<file path="config.mk">
export PLATFORM = sky130hd
export DESIGN_NAME = branchUnit
export DESIGN_NICKNAME = d
export VERILOG_FILES = /design/src/logic/branchPkg.sv /design/src/logic/branchPredictor.sv /design/src/logic/branchCheck.sv /design/src/logic/branchResolve.sv /design/src/logic/branchUnit.sv
export SDC_FILE = /design/constraint.sdc
export NUM_CORES = 1
export LEC_CHECK = 0
export ABC_AREA = 1
export BUFFER_PORTS_ARGS = -buffer_cell sky130_fd_sc_hd__buf_2
export CAP_MARGIN = 20
export CORE_ASPECT_RATIO = 0.75
export CORE_MARGIN = 2
export CORE_UTILIZATION = 60
export CTS_CLUSTER_DIAMETER = 80
export CTS_CLUSTER_SIZE = 24
export DETAILED_ROUTE_END_ITERATION = 10
export GPL_TIMING_DRIVEN = 0
export PLACE_DENSITY = 0.83
export SLEW_MARGIN = 5
export SYNTH_ARGS = -nofsm -noshare
export SYNTH_HDL_FRONTEND = slang
export SYNTH_SLANG_ARGS = --single-unit
</file>
<file path="constraint.sdc">
create_clock -name clk_i -period 3.3 [get_ports clk_i]
set_input_delay 0.165 -clock clk_i [delete_from_list [all_inputs] [get_ports clk_i]]
set_output_delay 0.165 -clock clk_i [all_outputs]
set_load 0.01 [all_outputs]
</file>
<file path="src/logic/branchPkg.sv">
`default_nettype none

package branchPkg;

    // operand and address width, one MIPS word
    localparam int unsigned DataW = 32;

    typedef logic [DataW-1:0] word_t;

    // immediate field of an I-type branch
    localparam int unsigned OffW = 16;

    typedef logic [OffW-1:0] off_t;

    // branch conditions as delivered by decode
    // codes 6 and 7 are not assigned
    typedef enum logic [2:0] {
        CondBeq  = 3'd0,  // rs == rt
        CondBne  = 3'd1,  // rs != rt
        CondBgez = 3'd2,  // rs >= 0
        CondBgtz = 3'd3,  // rs > 0
        CondBlez = 3'd4,  // rs <= 0
        CondBltz = 3'd5   // rs < 0
    } brCond_e;

    // 2-bit saturating direction counter
    // 00 strong not-taken, 01 weak not-taken
    // 10 weak taken, 11 strong taken
    typedef logic [1:0] ctr_t;

    // weakly not-taken after reset
    localparam ctr_t CtrInit = 2'b01;

endpackage

`default_nettype wire

</file>
<file path="src/logic/branchPredictor.sv">
`timescale 1ns/1ps
`default_nettype none

module branchPredictor #(
    parameter int unsigned IdxW = 6  // table index width
) (
    input  wire                   clk_i,
    input  wire                   arstN_i,

    // lookup side, one per branch strobe
    input  wire                   lookValid_i,
    input  wire branchPkg::word_t lookPc_i,

    // training side, from the resolve stage
    input  wire                   updValid_i,
    input  wire branchPkg::word_t updPc_i,
    input  wire                   updTaken_i,

    output logic                  predValid_o,
    output logic                  predTaken_o
);

    localparam int unsigned Entries = 2 ** IdxW;

    branchPkg::ctr_t ctrTable [Entries];  // direction counters

    logic [IdxW-1:0] lookIdx;
    logic [IdxW-1:0] updIdx;

    branchPkg::ctr_t ctrCur;   // counter being trained
    branchPkg::ctr_t ctrNext;  // its next value

    // word-aligned PCs, so the two low bits carry nothing
    assign lookIdx = lookPc_i[IdxW+1:2];
    assign updIdx  = updPc_i[IdxW+1:2];

    // one saturating step toward the real outcome
    always_comb begin
        ctrCur  = ctrTable[updIdx];
        ctrNext = ctrCur;
        if (updTaken_i) begin
            if (ctrCur != 2'b11) begin
                ctrNext = ctrCur + 2'd1;
            end
        end else begin
            if (ctrCur != 2'b00) begin
                ctrNext = ctrCur - 2'd1;
            end
        end
    end

    // training write lands at the end of the result cycle
    // a lookup on the same edge still reads the old counter
    always_ff @(posedge clk_i or negedge arstN_i) begin
        if (!arstN_i) begin
            for (int i = 0; i < Entries; i++) begin
                ctrTable[i] <= branchPkg::CtrInit;
            end
        end else if (updValid_i) begin
            ctrTable[updIdx] <= ctrNext;
        end
    end

    always_ff @(posedge clk_i or negedge arstN_i) begin
        if (!arstN_i) begin
            predValid_o <= 1'b0;
        end else begin
            predValid_o <= lookValid_i;
        end
    end

    // direction is the counter's upper bit
    always_ff @(posedge clk_i) begin
        if (lookValid_i) begin
            predTaken_o <= ctrTable[lookIdx][1];
        end
    end

    // an unknown PC would pick an unknown entry
    // and poison both prediction and later training
    lookPcKnown: assert property (
        @(posedge clk_i) disable iff (!arstN_i)
        lookValid_i |-> !$isunknown(lookPc_i)
    ) else $error("branchPredictor: lookup PC has unknown bits");

endmodule

`default_nettype wire

</file>
<file path="src/logic/branchCheck.sv">
`timescale 1ns/1ps
`default_nettype none

module branchCheck (
    input  wire                      clk_i,
    input  wire                      arstN_i,

    input  wire                      brValid_i,
    input  wire branchPkg::word_t    brPc_i,
    input  wire branchPkg::brCond_e  brCond_i,
    input  wire branchPkg::word_t    rsVal_i,
    input  wire branchPkg::word_t    rtVal_i,
    input  wire branchPkg::off_t     brOff_i,

    output logic                     chkValid_o,
    output branchPkg::word_t         chkPc_o,
    output logic                     chkTaken_o,
    output branchPkg::word_t         chkTarget_o
);

    logic signed [branchPkg::DataW-1:0] rsS;  // rs seen as two's complement

    logic             taken;
    branchPkg::word_t pcPlus4;
    branchPkg::word_t offExt;  // offset in bytes, sign-extended
    branchPkg::word_t target;

    assign rsS = $signed(rsVal_i);

    // real condition, all compares against zero are signed
    always_comb begin
        case (brCond_i)
            branchPkg::CondBeq:  taken = (rsVal_i == rtVal_i);
            branchPkg::CondBne:  taken = (rsVal_i != rtVal_i);
            branchPkg::CondBgez: taken = (rsS >= 0);
            branchPkg::CondBgtz: taken = (rsS > 0);
            branchPkg::CondBlez: taken = (rsS <= 0);
            branchPkg::CondBltz: taken = (rsS < 0);
            default:             taken = 1'b0;
        endcase
    end

    assign offExt = {{(branchPkg::DataW - branchPkg::OffW - 2){brOff_i[branchPkg::OffW-1]}},
                     brOff_i, 2'b00};
    assign pcPlus4 = brPc_i + branchPkg::DataW'(4);
    assign target  = pcPlus4 + offExt;  // relative to the delay slot

    always_ff @(posedge clk_i or negedge arstN_i) begin
        if (!arstN_i) begin
            chkValid_o <= 1'b0;
        end else begin
            chkValid_o <= brValid_i;
        end
    end

    always_ff @(posedge clk_i) begin
        if (brValid_i) begin
            chkPc_o     <= brPc_i;
            chkTaken_o  <= taken;
            chkTarget_o <= target;
        end
    end

    // an unassigned code would resolve as not-taken in silence
    condDefined: assert property (
        @(posedge clk_i) disable iff (!arstN_i)
        brValid_i |-> brCond_i inside {branchPkg::CondBeq, branchPkg::CondBne,
                                       branchPkg::CondBgez, branchPkg::CondBgtz,
                                       branchPkg::CondBlez, branchPkg::CondBltz}
    ) else $error("branchCheck: undefined branch condition %0d", brCond_i);

endmodule

`default_nettype wire

</file>
<file path="src/logic/branchResolve.sv">
`timescale 1ns/1ps
`default_nettype none

module branchResolve (
    // registered prediction
    input  wire                   predValid_i,
    input  wire                   predTaken_i,

    // registered evaluation
    input  wire                   chkValid_i,
    input  wire branchPkg::word_t chkPc_i,
    input  wire                   chkTaken_i,
    input  wire branchPkg::word_t chkTarget_i,

    // result of the branch
    output logic                  resValid_o,
    output branchPkg::word_t      resPc_o,
    output logic                  predTaken_o,
    output logic                  actualTaken_o,
    output logic                  mispredict_o,
    output branchPkg::word_t      redirectPc_o,

    // training request back to the predictor
    output logic                  updValid_o,
    output branchPkg::word_t      updPc_o,
    output logic                  updTaken_o
);

    branchPkg::word_t pcPlus8;  // first instruction past the delay slot
    logic             resolved;

    // both halves were launched by the same strobe
    assign resolved = predValid_i & chkValid_i;

    assign pcPlus8 = chkPc_i + branchPkg::DataW'(8);

    assign resValid_o    = resolved;
    assign resPc_o       = chkPc_i;
    assign predTaken_o   = predTaken_i;
    assign actualTaken_o = chkTaken_i;

    // wrong direction in either sense
    assign mispredict_o = resolved & (predTaken_i ^ chkTaken_i);

    // fetch must go where the branch really went
    assign redirectPc_o = chkTaken_i ? chkTarget_i : pcPlus8;

    // every resolved branch trains its counter
    assign updValid_o = resolved;
    assign updPc_o    = chkPc_i;
    assign updTaken_o = chkTaken_i;

    // predictor and checker each hold one stage of the same strobe
    // a skew between them would pair results of different branches
    always_comb begin
        stagesAligned: assert final (predValid_i === chkValid_i)
            else $error("branchResolve: prediction and evaluation out of step");
    end

endmodule

`default_nettype wire

</file>
<file path="src/logic/branchUnit.sv">
`timescale 1ns/1ps
`default_nettype none

module branchUnit #(
    parameter int unsigned IdxW = 6  // predictor index width, 2 to 10
) (
    input  wire                      clk_i,
    input  wire                      arstN_i,

    // decoded branch, one-cycle strobe
    input  wire                      brValid_i,
    input  wire branchPkg::word_t    brPc_i,
    input  wire branchPkg::brCond_e  brCond_i,
    input  wire branchPkg::word_t    rsVal_i,
    input  wire branchPkg::word_t    rtVal_i,
    input  wire branchPkg::off_t     brOff_i,

    // result, one cycle after the strobe
    output logic                     resValid_o,
    output branchPkg::word_t         resPc_o,
    output logic                     predTaken_o,
    output logic                     actualTaken_o,
    output logic                     mispredict_o,
    output branchPkg::word_t         redirectPc_o
);

    logic             predValid;
    logic             predTaken;

    logic             chkValid;
    branchPkg::word_t chkPc;
    logic             chkTaken;
    branchPkg::word_t chkTarget;

    logic             updValid;  // training loop back
    branchPkg::word_t updPc;
    logic             updTaken;

    branchPredictor #(
        .IdxW(IdxW)
    ) predictor (
        .clk_i      (clk_i),
        .arstN_i    (arstN_i),
        .lookValid_i(brValid_i),
        .lookPc_i   (brPc_i),
        .updValid_i (updValid),
        .updPc_i    (updPc),
        .updTaken_i (updTaken),
        .predValid_o(predValid),
        .predTaken_o(predTaken)
    );

    branchCheck check (
        .clk_i      (clk_i),
        .arstN_i    (arstN_i),
        .brValid_i  (brValid_i),
        .brPc_i     (brPc_i),
        .brCond_i   (brCond_i),
        .rsVal_i    (rsVal_i),
        .rtVal_i    (rtVal_i),
        .brOff_i    (brOff_i),
        .chkValid_o (chkValid),
        .chkPc_o    (chkPc),
        .chkTaken_o (chkTaken),
        .chkTarget_o(chkTarget)
    );

    branchResolve resolve (
        .predValid_i  (predValid),
        .predTaken_i  (predTaken),
        .chkValid_i   (chkValid),
        .chkPc_i      (chkPc),
        .chkTaken_i   (chkTaken),
        .chkTarget_i  (chkTarget),
        .resValid_o   (resValid_o),
        .resPc_o      (resPc_o),
        .predTaken_o  (predTaken_o),
        .actualTaken_o(actualTaken_o),
        .mispredict_o (mispredict_o),
        .redirectPc_o (redirectPc_o),
        .updValid_o   (updValid),
        .updPc_o      (updPc),
        .updTaken_o   (updTaken)
    );

endmodule

`default_nettype wire

</file>
==> impl_metrics.json <==
{
  "outcome": "finished, final reports clean",
  "die_y_um": 134,
  "finalWorstPathRequiredPeriod_ps": 3210,
  "clkLatencyLatePin_ps": 460,
  "worstPathMaxFanout": 7,
  "seq_power_share_pct": 42.2,
  "syn-num-nets": 2141,
  "synth-seq-cells": 193,
  "synth_cell_types": 36,
  "critPathRequiredTime_ps": 3130,
  "antenna_left": 0,
  "dr.pass1.iters": 6,
  "rsz0062_at_grt": "false",
  "yosys.area_share.simple_pct": 34.9,
  "finalSetupViolations": 0,
  "seq_area_mm2": 0.00523,
  "cts_made_buffers": 17,
  "p_comb_share_pct": 30.3,
  "hold_path_class": "input port to flop",
  "synthMuxAreaShare_pct": 0,
  "cts_tree": "done",
  "die_x_um": 178,
  "cts-root-buf": "clkbuf_16",
  "setup_tns_ps": 0,
  "post-route-drc-count": 0,
  "p_clk_share_pct": 27.5,
  "fin_hold_ws_ps": 54.5,
  "cp-start-kind": "flop",
  "synthFlopType": "dfrtp_1",
  "swShare_pct": 35.8,
  "wl_per_cell_um": 19.8,
  "antenna_found_initial": 2,
  "vias": 14700,
  "synth-xor-area-share_pct": 3.80,
  "ys_warn_count": 0,
  "syn_area_mm2": 0.0136,
  "grt.overflow.total": 0,
  "avgSynthCellArea_um2": 6.94,
  "grt_max_degree": 90,
  "gp_congestion": 1.01,
  "peakVddDrop_mv": 0.439,
  "cp_data_arrival_time_ps": 3040,
  "viasPerCell": 5.87,
  "final_nets": 2376,
  "r2r-start": "check.chkPc_o[3]",
  "synth_cells": 1961,
  "hold_viol_final": 0,
  "multi_input_area_mm2": 0.00697,
  "p_int_w": 0.00508,
  "cts_max_level": 4,
  "fin_skew_ps": 12.1,
  "core_mm2": 0.0222,
  "power.density_mw_per_mm2": 499,
  "final_util_pct": 71.6,
  "drive_gt1_share_pct": 15.7,
  "clock-sinks": 193,
  "relSlewSlack_pct": 41.2,
  "endpoint_kind": "output port",
  "tightestPinTransition_ps": 873,
  "io_buffers": 185,
  "synth_fa_ha_area_share_pct": 5.76,
  "wl_um": 49500,
  "min_from": "brPc_i[7]",
  "synth_top_family_by_area": "simple AND/OR/NAND/NOR gates",
  "ys_seq_area_share_pct": 38.4,
  "fillCellCount": 1855,
  "hpwlAfterDp_um": 36300,
  "grt_pass1_wl_um": 74100,
  "max_freq_ghz": 0.312,
  "p_leak_nw": 7.87,
  "clkTransAtPathRegs_ps": 70,
  "track_usage_pct": 41.3,
  "num_rows": 47,
  "synth-compound-area-share_pct": 6.74,
  "synth-edff-count": 64,
  "critical_path_class": "flop to output port",
  "drt_iter0_markers": 1964,
  "post-route-period-util_pct": 97.2,
  "dieArea_mm2": 0.0239,
  "ctsLongestPathBuffers": 2,
  "grt_pass1_vias": 13600,
  "cap_violations": 0,
  "area_growth_pct": 16.6,
  "report.final.slew_viol_count": 0,
  "pin_count": 186,
  "worst_setup_path_startpoint": "check.chkPc_o[9]",
  "total_power_w": 0.00791,
  "async_flop_share_pct": 66.8,
  "start_util_pct": 61.4,
  "post-cts-setup-buffer-count": 0,
  "p_switching_w": 0.00284
}
logic make-up (layout without fill, tap and decap cells):
kind of cell,count (synthesis),after routing
fa+ha+maj,62,62
xor+xnor,59,59
other cells,0,2
flops,193,193
buf+inv,328,576
compound gates,170,170
simple gates,1149,1149
cell type report:
class	count	share of cell area, %
flip-flops and latches	193	33.0
multi-input cells	1440	43.9
repair buffers	217	8.13
clock inverters	10	0.852
inverters	259	6.15
plain buffers	68	2.78
well taps	294	2.32
diodes	2	0.0315
clock buffers	22	2.86
final timing paths:
path                       slack, ps                       to  cells past startpoint
setup / recovery                  90         redirectPc_o[31]                     11
hold / removal                    50         check.chkPc_o[7]                      1
setup reg to reg                 430   predictor.ctrTable[12]                     15
hold reg to reg                  470   predictor.ctrTable[78]                      2
max in group asynchronous       2300  predictor.ctrTable[118]                      3
min in group asynchronous        180   predictor.ctrTable[51]                      2
cells in the mapped netlist (2+ instances only):
| library cell | instances | share of area (%) |
|---|---|---|
| xnor2_1 | 34 | 2.2 |
| o211ai_1 | 17 | 0.94 |
| o21ai_1 | 2 | 0.074 |
| o21bai_1 | 2 | 0.11 |
| a21oi_1 | 55 | 2.0 |
| clkbuf_1 | 18 | 0.50 |
| nor2_1 | 196 | 5.4 |
| edfxtp_1 | 64 | 14 |
| o21ai_0 | 85 | 3.1 |
| or2_2 | 7 | 0.32 |
| inv_1 | 252 | 7.0 |
| nand3b_1 | 2 | 0.11 |
| nand2_1 | 663 | 18 |
| ha_1 | 61 | 5.6 |
| a31oi_1 | 3 | 0.14 |
| nand4_1 | 18 | 0.83 |
| buf_2 | 18 | 0.66 |
| a21o_1 | 5 | 0.28 |
| buf_6 | 11 | 0.91 |
| nor3_1 | 14 | 0.51 |
| clkinv_1 | 3 | 0.083 |
| xor2_1 | 25 | 1.6 |
| nor4_1 | 6 | 0.28 |
| dfrtp_1 | 65 | 12 |
| dfstp_2 | 64 | 12 |
| nand2_4 | 3 | 0.25 |
| inv_2 | 4 | 0.11 |
| buf_4 | 21 | 1.2 |
| nand3_1 | 236 | 8.7 |
flip-flops by register name (all words and copies together), names as in the netlist:
| signal | flops |
|---|---|
| check.chkPc_o | 30 |
| predictor.ctrTable | 128 |
| predictor.predTaken_o | 1 |
| check.chkTaken_o | 1 |
| check.chkTarget_o | 32 |
| check.chkValid_o | 1 |
per-layer routing:
layer / part of all wire [%] / vias up / GRT usage, %
met5: 0 / - / 0
met4: 4.2 / 0 / 17.3
li1: - / 6709 / -
met1: 39 / 6658 / 56.7
met2: 41 / 1151 / 58.3
met3: 16 / 191 / 15.5
per-stage QoR:
step	std cells	instance area [um2]	setup slack [ps]
floorplan	1961	13600	635
global placement	2440	14900	-477
detailed placement	2442	15000	-520
CTS	2503	15900	33.5
global route	2505	15900	52.8
finish	2505	15900	93.6
cells in the final DEF (no fill, tap or decap), types with 7 or more instances in the layout:
cell	instances
xor2_1	25
clkbuf_16	17
dfrtp_1	65
xnor2_1	34
o211ai_1	17
buf_6	12
o21ai_0	85
or2_2	7
a21oi_1	55
dlygate4sd3_1	30
ha_1	61
clkbuf_1	22
nor2_1	195
inv_1	252
nand4_1	18
dfstp_2	64
nor3_1	14
nand3_1	236
buf_4	22
buf_2	200
edfxtp_1	64
nand2_1	663
critical path, cell delays in order, from the launching register on:
cell and delay [ps]:
edfxtp_1 550, inv_1 100, nor3_1 380, nand2_1 160, nor2_1 400, nand2_1 120, inv_1 230, nand4_1 190
xnor2_1 180, nand2_1 80, nand2_1 80, buf_2 120
power by group through the flow:
| stage | combinational, W | sequential (W) | clock (W) |
|---|---|---|---|
| final | 0.00240 | 0.00334 | 0.00217 |
| after global routing | 0.00261 | 0.00337 | 0.00225 |
| after CTS | 0.00232 | 0.00332 | 0.00215 |
| after detailed placement | 0.00227 | 0.00336 | 0 |
| after global placement | 0.00220 | 0.00335 | 0 |
| after floorplan | 0.00147 | 0.00328 | 0 |
timing repair:
item,in CTS,in global routing
gates resized for setup,0,4
cloned,0,0
hold buffers,30,0
setup endpoints to repair,2,8
endpoints found under the hold margin,72,0
Note: power is estimated with default switching activity, not from simulation.
